### src/common/mel_pkg.sv
package mel_pkg;

  // bin word and power width.
  localparam int BIN_W = 32;

  // width of each signed half of a complex bin.
  localparam int HALF_W = 16;

  // unsigned Q1.15 mel coefficients.
  localparam int COEFF_W = 16;
  localparam int COEFF_FRAC = 15;

  // filter energy after the product sum drops its coefficient fraction.
  localparam int ENERGY_W = 40;

  // log2 output: integer part holds the leading-one position.
  localparam int LOG_W = 16;
  localparam int LOG_FRAC = 10;
  localparam int LOG_INT_W = LOG_W - LOG_FRAC;

  // frame-wide input mode flag.
  localparam logic MODE_COMPLEX = 1'b0;
  localparam logic MODE_POWER = 1'b1;

  // one input word, read either as a complex bin or as a finished power.
  typedef union packed {
    struct packed {
      logic signed [HALF_W-1:0] re;
      logic signed [HALF_W-1:0] im;
    } cplx;
    logic [BIN_W-1:0] pwr;
  } bin_word_t;

endpackage

### src/verilog/bin_power.sv
`timescale 1ns/1ps

module bin_power (
  input  logic                      clk,
  input  logic                      rst,
  input  mel_pkg::bin_word_t        bin_in,
  input  logic                      bin_mode,
  input  logic                      bin_valid,
  output logic [mel_pkg::BIN_W-1:0] power,
  output logic                      power_valid
);

  import mel_pkg::*;

  logic signed [BIN_W-1:0] re_sq;
  logic signed [BIN_W-1:0] im_sq;
  logic [BIN_W-1:0] cplx_power;
  logic [BIN_W-1:0] next_power;

  // both squares are at most 2^30, so their sum fits in 32 unsigned bits.
  assign re_sq = bin_in.cplx.re * bin_in.cplx.re;
  assign im_sq = bin_in.cplx.im * bin_in.cplx.im;
  assign cplx_power = $unsigned(re_sq) + $unsigned(im_sq);

  // power mode passes the word through untouched.
  assign next_power = (bin_mode == MODE_COMPLEX) ? cplx_power : bin_in.pwr;

  always_ff @(posedge clk) begin
    if (rst) begin
      power_valid <= 1'b0;
    end else begin
      power_valid <= bin_valid;
    end
  end

  // payload only moves when a bin is taken.
  always_ff @(posedge clk) begin
    if (bin_valid) begin
      power <= next_power;
    end
  end

endmodule

### src/mel_filterbank/mel_coeff_rom.sv
`timescale 1ns/1ps

module mel_coeff_rom #(
  parameter int NUM_FILTERS = 40,
  parameter int FILTER_SIZE = 23
) (
  input  logic                          clk,
  input  logic [$clog2(NUM_FILTERS)-1:0] filter_idx,
  input  logic [$clog2(FILTER_SIZE)-1:0] coeff_idx,
  output logic [mel_pkg::COEFF_W-1:0]    coeff
);

  import mel_pkg::*;

  // three filter bands, each with its own taper over the bins.
  function automatic logic [COEFF_W-1:0] band_coeff(input int f, input int b);
    if (f < NUM_FILTERS / 4) begin
      if (b < 10) return 16'h7FFF;
      if (b < 20) return 16'h4000;
      return 16'h1000;
    end
    if (f < (3 * NUM_FILTERS) / 4) begin
      if (b < 5) return 16'h7FFF;
      if (b < 15) return 16'h6000;
      return 16'h2000;
    end
    if (b < 3) return 16'h7FFF;
    if (b < 8) return 16'h5000;
    return 16'h3000;
  endfunction

  // one cycle of read latency.
  always_ff @(posedge clk) begin
    coeff <= band_coeff(int'(filter_idx), int'(coeff_idx));
  end

  // the bin address must never run past the frame.
  a_coeff_idx_range : assert property (
    @(posedge clk) !$isunknown(coeff_idx) |-> (int'(coeff_idx) < FILTER_SIZE)
  );

endmodule

### src/mel_filterbank/mel_filterbank.sv
`timescale 1ns/1ps

module mel_filterbank #(
  parameter int NUM_FILTERS = 40,
  parameter int FILTER_SIZE = 23
) (
  input  logic                         clk,
  input  logic                         rst,
  input  logic [mel_pkg::BIN_W-1:0]    power,
  input  logic                         power_valid,
  output logic                         bin_ready,
  output logic [mel_pkg::ENERGY_W-1:0] energy,
  output logic                         energy_valid
);

  import mel_pkg::*;

  localparam int FIDX_W = $clog2(NUM_FILTERS);
  localparam int BIDX_W = $clog2(FILTER_SIZE);
  localparam int PROD_W = BIN_W + COEFF_W;
  localparam int ACC_W = ENERGY_W + COEFF_FRAC;

  localparam logic FILL = 1'b0;
  localparam logic SWEEP = 1'b1;

  logic state;
  logic [BIDX_W-1:0] fill_cnt;
  logic fill_last;

  logic [BIN_W-1:0] frame_buf [FILTER_SIZE];

  // sweep address counters.
  logic addr_active;
  logic [FIDX_W-1:0] filt_cnt;
  logic [BIDX_W-1:0] bin_cnt;
  logic addr_last;
  logic addr_final;

  // stage 1 holds buffer data next to the registered coefficient.
  logic s1_valid;
  logic s1_last;
  logic s1_final;
  logic [BIN_W-1:0] s1_power;
  logic [COEFF_W-1:0] coeff;

  // stage 2 holds the full-width product.
  logic s2_valid;
  logic s2_last;
  logic s2_final;
  logic [PROD_W-1:0] s2_prod;

  logic [ACC_W-1:0] acc;
  logic [ACC_W-1:0] acc_sum;
  logic energy_final;

  assign fill_last = (fill_cnt == BIDX_W'(FILTER_SIZE - 1));
  assign addr_last = (bin_cnt == BIDX_W'(FILTER_SIZE - 1));
  assign addr_final = addr_last && (filt_cnt == FIDX_W'(NUM_FILTERS - 1));
  assign acc_sum = acc + ACC_W'(s2_prod);

  // ready drops as soon as the last bin of the frame has been taken upstream.
  assign bin_ready = (state == FILL) && !(power_valid && fill_last);

  mel_coeff_rom #(
    .NUM_FILTERS(NUM_FILTERS),
    .FILTER_SIZE(FILTER_SIZE)
  ) mel_coeff_rom_inst (
    .clk       (clk),
    .filter_idx(filt_cnt),
    .coeff_idx (bin_cnt),
    .coeff     (coeff)
  );

  always_ff @(posedge clk) begin
    if (rst) begin
      state <= FILL;
      fill_cnt <= '0;
      addr_active <= 1'b0;
      filt_cnt <= '0;
      bin_cnt <= '0;
      s1_valid <= 1'b0;
      s2_valid <= 1'b0;
      acc <= '0;
      energy_valid <= 1'b0;
    end else begin
      s1_valid <= addr_active;
      s2_valid <= s1_valid;
      energy_valid <= 1'b0;
      if (state == FILL) begin
        if (power_valid) begin
          if (fill_last) begin
            fill_cnt <= '0;
            state <= SWEEP;
            addr_active <= 1'b1;
          end else begin
            fill_cnt <= fill_cnt + 1'b1;
          end
        end
      end else if (energy_valid && energy_final) begin
        // frame done once the last filter energy has gone out.
        state <= FILL;
      end
      // counters run straight across filter boundaries.
      if (addr_active) begin
        if (addr_last) begin
          bin_cnt <= '0;
          if (addr_final) begin
            filt_cnt <= '0;
            addr_active <= 1'b0;
          end else begin
            filt_cnt <= filt_cnt + 1'b1;
          end
        end else begin
          bin_cnt <= bin_cnt + 1'b1;
        end
      end
      if (s2_valid) begin
        if (s2_last) begin
          acc <= '0;
          energy_valid <= 1'b1;
        end else begin
          acc <= acc_sum;
        end
      end
    end
  end

  always_ff @(posedge clk) begin
    if (state == FILL && power_valid) begin
      frame_buf[fill_cnt] <= power;
    end
    s1_power <= frame_buf[bin_cnt];
    s1_last <= addr_last;
    s1_final <= addr_final;
    s2_prod <= s1_power * coeff;
    s2_last <= s1_last;
    s2_final <= s1_final;
    if (s2_valid && s2_last) begin
      energy <= acc_sum[ACC_W-1:COEFF_FRAC];
      energy_final <= s2_final;
    end
  end

  // a low ready holds the source off, so no power shows up a cycle later.
  a_no_power_when_busy : assert property (
    @(posedge clk) disable iff (rst) !bin_ready |=> !power_valid
  );

  // energies only come out of a frame sweep.
  a_no_energy_in_fill : assert property (
    @(posedge clk) disable iff (rst) energy_valid |-> (state == SWEEP)
  );

endmodule

### src/verilog/log_compress.sv
`timescale 1ns/1ps

module log_compress (
  input  logic                         clk,
  input  logic                         rst,
  input  logic [mel_pkg::ENERGY_W-1:0] energy,
  input  logic                         energy_valid,
  output logic [mel_pkg::ENERGY_W-1:0] mel_energy,
  output logic [mel_pkg::LOG_W-1:0]    mel_log,
  output logic                         mel_valid
);

  import mel_pkg::*;

  logic [LOG_INT_W-1:0] lead_pos;
  logic [LOG_INT_W-1:0] norm_shift;
  logic [ENERGY_W-1:0] norm;
  logic [LOG_FRAC-1:0] mant;

  // highest set bit wins, since later iterations overwrite earlier ones.
  always_comb begin
    lead_pos = '0;
    for (int i = 0; i < ENERGY_W; i++) begin
      if (energy[i]) begin
        lead_pos = LOG_INT_W'(i);
      end
    end
  end

  // normalize so the leading one sits at the top bit.
  assign norm_shift = LOG_INT_W'(ENERGY_W - 1) - lead_pos;
  assign norm = energy << norm_shift;

  // bits below the leading one; zeros shift in when the energy is short.
  assign mant = norm[ENERGY_W-2 -: LOG_FRAC];

  always_ff @(posedge clk) begin
    if (rst) begin
      mel_valid <= 1'b0;
    end else begin
      mel_valid <= energy_valid;
    end
  end

  always_ff @(posedge clk) begin
    if (energy_valid) begin
      mel_energy <= energy;
      mel_log <= {lead_pos, mant};
    end
  end

  // integer part is the leading-one position inside the stored energy word.
  a_log_int_range : assert property (
    @(posedge clk) disable iff (rst)
      mel_valid |-> (int'(mel_log[LOG_W-1:LOG_FRAC]) < ENERGY_W) &&
        ((mel_energy >> mel_log[LOG_W-1:LOG_FRAC]) == ENERGY_W'(|mel_energy))
  );

endmodule

### src/verilog/mel_frontend.sv
`timescale 1ns/1ps

module mel_frontend #(
  parameter int NUM_FILTERS = 40,
  parameter int FILTER_SIZE = 23
) (
  input  logic                         clk,
  input  logic                         rst,
  input  mel_pkg::bin_word_t           bin_in,
  input  logic                         bin_mode,
  input  logic                         bin_valid,
  output logic                         bin_ready,
  output logic [mel_pkg::ENERGY_W-1:0] mel_energy,
  output logic [mel_pkg::LOG_W-1:0]    mel_log,
  output logic                         mel_valid
);

  import mel_pkg::*;

  logic [BIN_W-1:0] power;
  logic power_valid;
  logic [ENERGY_W-1:0] energy;
  logic energy_valid;

  // decode each bin into power.
  bin_power bin_power_inst (
    .clk        (clk),
    .rst        (rst),
    .bin_in     (bin_in),
    .bin_mode   (bin_mode),
    .bin_valid  (bin_valid),
    .power      (power),
    .power_valid(power_valid)
  );

  // frame store and per-filter accumulation.
  mel_filterbank #(
    .NUM_FILTERS(NUM_FILTERS),
    .FILTER_SIZE(FILTER_SIZE)
  ) mel_filterbank_inst (
    .clk         (clk),
    .rst         (rst),
    .power       (power),
    .power_valid (power_valid),
    .bin_ready   (bin_ready),
    .energy      (energy),
    .energy_valid(energy_valid)
  );

  // log2 of each energy, in filter order.
  log_compress log_compress_inst (
    .clk         (clk),
    .rst         (rst),
    .energy      (energy),
    .energy_valid(energy_valid),
    .mel_energy  (mel_energy),
    .mel_log     (mel_log),
    .mel_valid   (mel_valid)
  );

endmodule

### config.mk
export PLATFORM = sky130hd
export DESIGN_NAME = mel_frontend
export DESIGN_NICKNAME = d
export VERILOG_FILES = /design/src/common/mel_pkg.sv /design/src/verilog/bin_power.sv /design/src/mel_filterbank/mel_coeff_rom.sv /design/src/mel_filterbank/mel_filterbank.sv /design/src/verilog/log_compress.sv /design/src/verilog/mel_frontend.sv
export SDC_FILE = /design/constraint.sdc
export NUM_CORES = 2
export LEC_CHECK = 0
export BUFFER_PORTS_ARGS = -buffer_cell sky130_fd_sc_hd__clkbuf_2
export CELL_PAD_IN_SITES_DETAIL_PLACEMENT = 1
export CELL_PAD_IN_SITES_GLOBAL_PLACEMENT = 2
export CORE_ASPECT_RATIO = 1.75
export CORE_MARGIN = 3
export CORE_UTILIZATION = 50
export CTS_BUF_LIST = sky130_fd_sc_hd__clkbuf_4 sky130_fd_sc_hd__clkbuf_8 sky130_fd_sc_hd__clkbuf_16
export CTS_CLUSTER_SIZE = 24
export DETAILED_ROUTE_END_ITERATION = 8
export PLACE_DENSITY_LB_ADDON = 0.12
export SLEW_MARGIN = 25
export SYNTH_ARGS = -nofsm -noshare
export SYNTH_HDL_FRONTEND = slang
export SYNTH_SLANG_ARGS = --single-unit
### constraint.sdc
create_clock -name clk -period 20.5 [get_ports clk]
set_input_delay 0 -clock clk [delete_from_list [all_inputs] [get_ports clk]]
set_output_delay 0 -clock clk [all_outputs]
set_load 0.05 [all_outputs]
==> impl_metrics.py <==
metrics = {
    "clocking": {
        "cts_tree": "built",
        "cts_buffer_depth": 3,
        "cts_resized": 0,
        "cts_post_setup_buffers_inserted": 0,
        "cts.clk_slew.worst_paths_ps": 70,
        "htreeDepth": 3,
        "clk_latency_ps": 740,
        "cts_buffers": 89,
        "clock_sinks": 1031,
        "ctsHoldBuffers": 11,
        "clockRootBuffer": "clkbuf_16",
    },
    "synth": {
        "ys.flop_type": "edfxtp_1",
        "synthCells": 5447,
        "netlist.area_leader.share_pct": 36.6,
        "yosysTopAreaCell": "edfxtp_1",
        "ys.warnings.count": 0,
        "avgSynthCellArea_sq_um": 13.0,
        "yosysMostFrequentCell": "inv_1",
        "synth_fp_nets": 6675,
        "syn_area_sq_um": 70900,
        "ys_ff_latch": 1031,
        "async_reset_ff_share_pct": 0,
        "ys_seq_area_share_pct": 41.3,
        "synthTopCellsByCount": "inv_1, edfxtp_1, fa_1",
        "ys_types": 85,
        "ys_top_cells_by_area": "edfxtp_1, fa_1, mux4_2",
        "synth_edf_count": 865,
    },
    "setup_path": {
        "crit_type": "in2reg",
        "critPathLaunchType": "primary input",
        "cp_max_fo": 14,
        "end_kind": "flip-flop",
        "r2r_setup_slack_ps": 12460,
        "worst-endpoint-arrival_ps": 8760,
        "crit_required_ps": 20970,
    },
    "timing": {
        "slew_violations": 0,
        "setup_viol": 0,
        "clock.fmax_ghz": 0.121,
        "hold_viol": 0,
        "post-route-period-util_pct": 40.5,
        "period_minus_slack_ps": 8290,
        "grt_setup_unrepaired": "false",
        "whs_ps": 45.4,
        "tightestPinTransition_ps": 970,
        "fin_skew_ps": 41.4,
        "relSlewSlack_pct": 35.3,
        "setup_tns_ps": 0,
    },
    "floorplanning": {
        "dieWidth_um": 291,
        "die_h_um": 504,
        "coreArea_sq_um": 141000,
        "die_area_sq_um": 147000,
        "rows": 182,
        "initial_utilization_pct": 50.4,
        "ioPinCount": 94,
    },
    "placement": {
        "dp_hpwl_um": 142000,
        "place.gp.congestion": 0.931,
        "portBuffers": 93,
    },
    "final_layout": {
        "finish.utilization_pct": 54.6,
        "fin_nets": 6755,
        "final_layout_size_suffix_gt1_share_pct": 10.5,
        "fillerInstances": 14000,
        "area_growth_pct": 8.43,
    },
    "hold_path": {
        "hold_path.class": "in2reg",
    },
    "status": {
        "status": "complete, no violations",
    },
    "detailed_routing": {
        "wl_um": 189000,
        "vias": 41800,
        "drt_iter0_markers": 2341,
        "wl_per_cell_um": 25.4,
        "drt-pass1-iter-count": 5,
        "viasPerCell": 5.61,
        "drc": 0,
        "drt.antenna.violating_nets": 0,
    },
    "grt": {
        "grt_pass1_vias": 48400,
        "grt_usage_pct": 26.4,
        "antenna_found_initial": 2,
        "grt_pass1_wl_um": 291000,
        "grt_start_max_net_pins": 64,
        "grt-ovfl-total": 0,
    },
    "flow_run": {
        "maxCapViolations": 0,
    },
}
worst max-delay path: stages:
cell and delay, ps:
dlygate4sd3_1 530, clkbuf_2 410, inv_1 300, nor2_1 280, fa_1 460, inv_1 80
fa_1 420, inv_1 90, fa_1 440, fa_1 550, inv_1 50, fa_1 490
fa_1 430, fa_1 490, inv_1 50, fa_1 370, ha_1 400, a21o_1 230
a2111oi_0 540, nand2_1 100, a41oi_1 650, o21ai_1 250, and4_1 300, o31ai_1 370
o21ai_1 160, xnor2_1 150, nor2_1 90, a21oi_1 60
kinds of logic after synthesis:
group,share of synthesized area (%)
flip-flops,41.3
buffers and inverters,6.41
other,0.00529
XOR/XNOR,1.96
AND/OR/NAND/NOR,6.41
multiplexers,8.69
adder cells (fa/ha/maj),30.1
AO/OA/AOI/OAI,5.11
layout by cell type, fill, tap and decap left out, types with 26 or more instances in the layout:
cell	count
inv_1	1017
edfxtp_1	865
fa_1	854
ha_1	338
nand2_1	329
and2_1	223
mux4_2	197
nor2_1	176
dfxtp_1	161
mux2i_1	154
o21ai_0	153
a21oi_1	131
xnor2_1	99
clkbuf_2	92
clkbuf_16	89
a21o_1	63
buf_4	61
xor2_1	60
nor3_1	34
a22oi_1	30
nand3_1	28
nor2b_1	28
nand2b_1	26
sequential cells by signal, indices dropped and copies added (netlist names), 6 cells and up:
name                           count
mel_filterbank_inst.frame_buf    736
mel_filterbank_inst.energy        40
bin_power_inst.power              32
mel_filterbank_inst.s1_power      32
mel_filterbank_inst.acc           55
mel_filterbank_inst.s2_prod       48
log_compress_inst.mel_log         16
log_compress_inst.mel_energy      40
mel_filterbank_inst.filt_cnt       6
metal layers:
layer  share of wire (%)  global-route usage [%]  wire length (um)
met1                  32                    25.8             61000
met5                   0                       0                 0
met4                 5.0                    11.5              9450
met2                  60                    54.9            114000
met3                 2.5                    2.22              4680
final cells by class:
cell class / count / area (sq um) / area share [%]
multi-input cells: 3218 / 37200 / 48.4
flip-flops and latches: 1031 / 29300 / 38.1
inverters: 1022 / 3840 / 5.00
clock buffers: 113 / 2440 / 3.17
well taps: 1840 / 2300 / 2.99
repair buffers: 165 / 1030 / 1.34
clock inverters: 53 / 712 / 0.926
diodes: 1 / 2.50 / 0.00326
final timing paths:
check	cells after the start	from	endpoint
setup / recovery	28	bin_in[8]	bin_power_inst.power[31]
hold reg to reg	0	mel_filterbank_inst.s1_final	mel_filterbank_inst.s2_final
setup reg to reg	23	mel_filterbank_inst.mel_coeff_rom_inst.coeff[11]	mel_filterbank_inst.s2_prod[46]
hold / removal	3	bin_in[28]	bin_power_inst.power[28]
metrics by stage:
stage               setup slack [ps]  std cells  instance area, sq um
floorplan                      13160       5447                 70900
global placement               11790       7265                 73600
detailed placement             11660       7265                 73600
CTS                            12160       7442                 76900
global route                   11800       7443                 76900
finish                         12210       7443                 76900
Power is not shown: default switching activity piles up to over one toggle a cycle in this logic, so the estimate is an artifact.
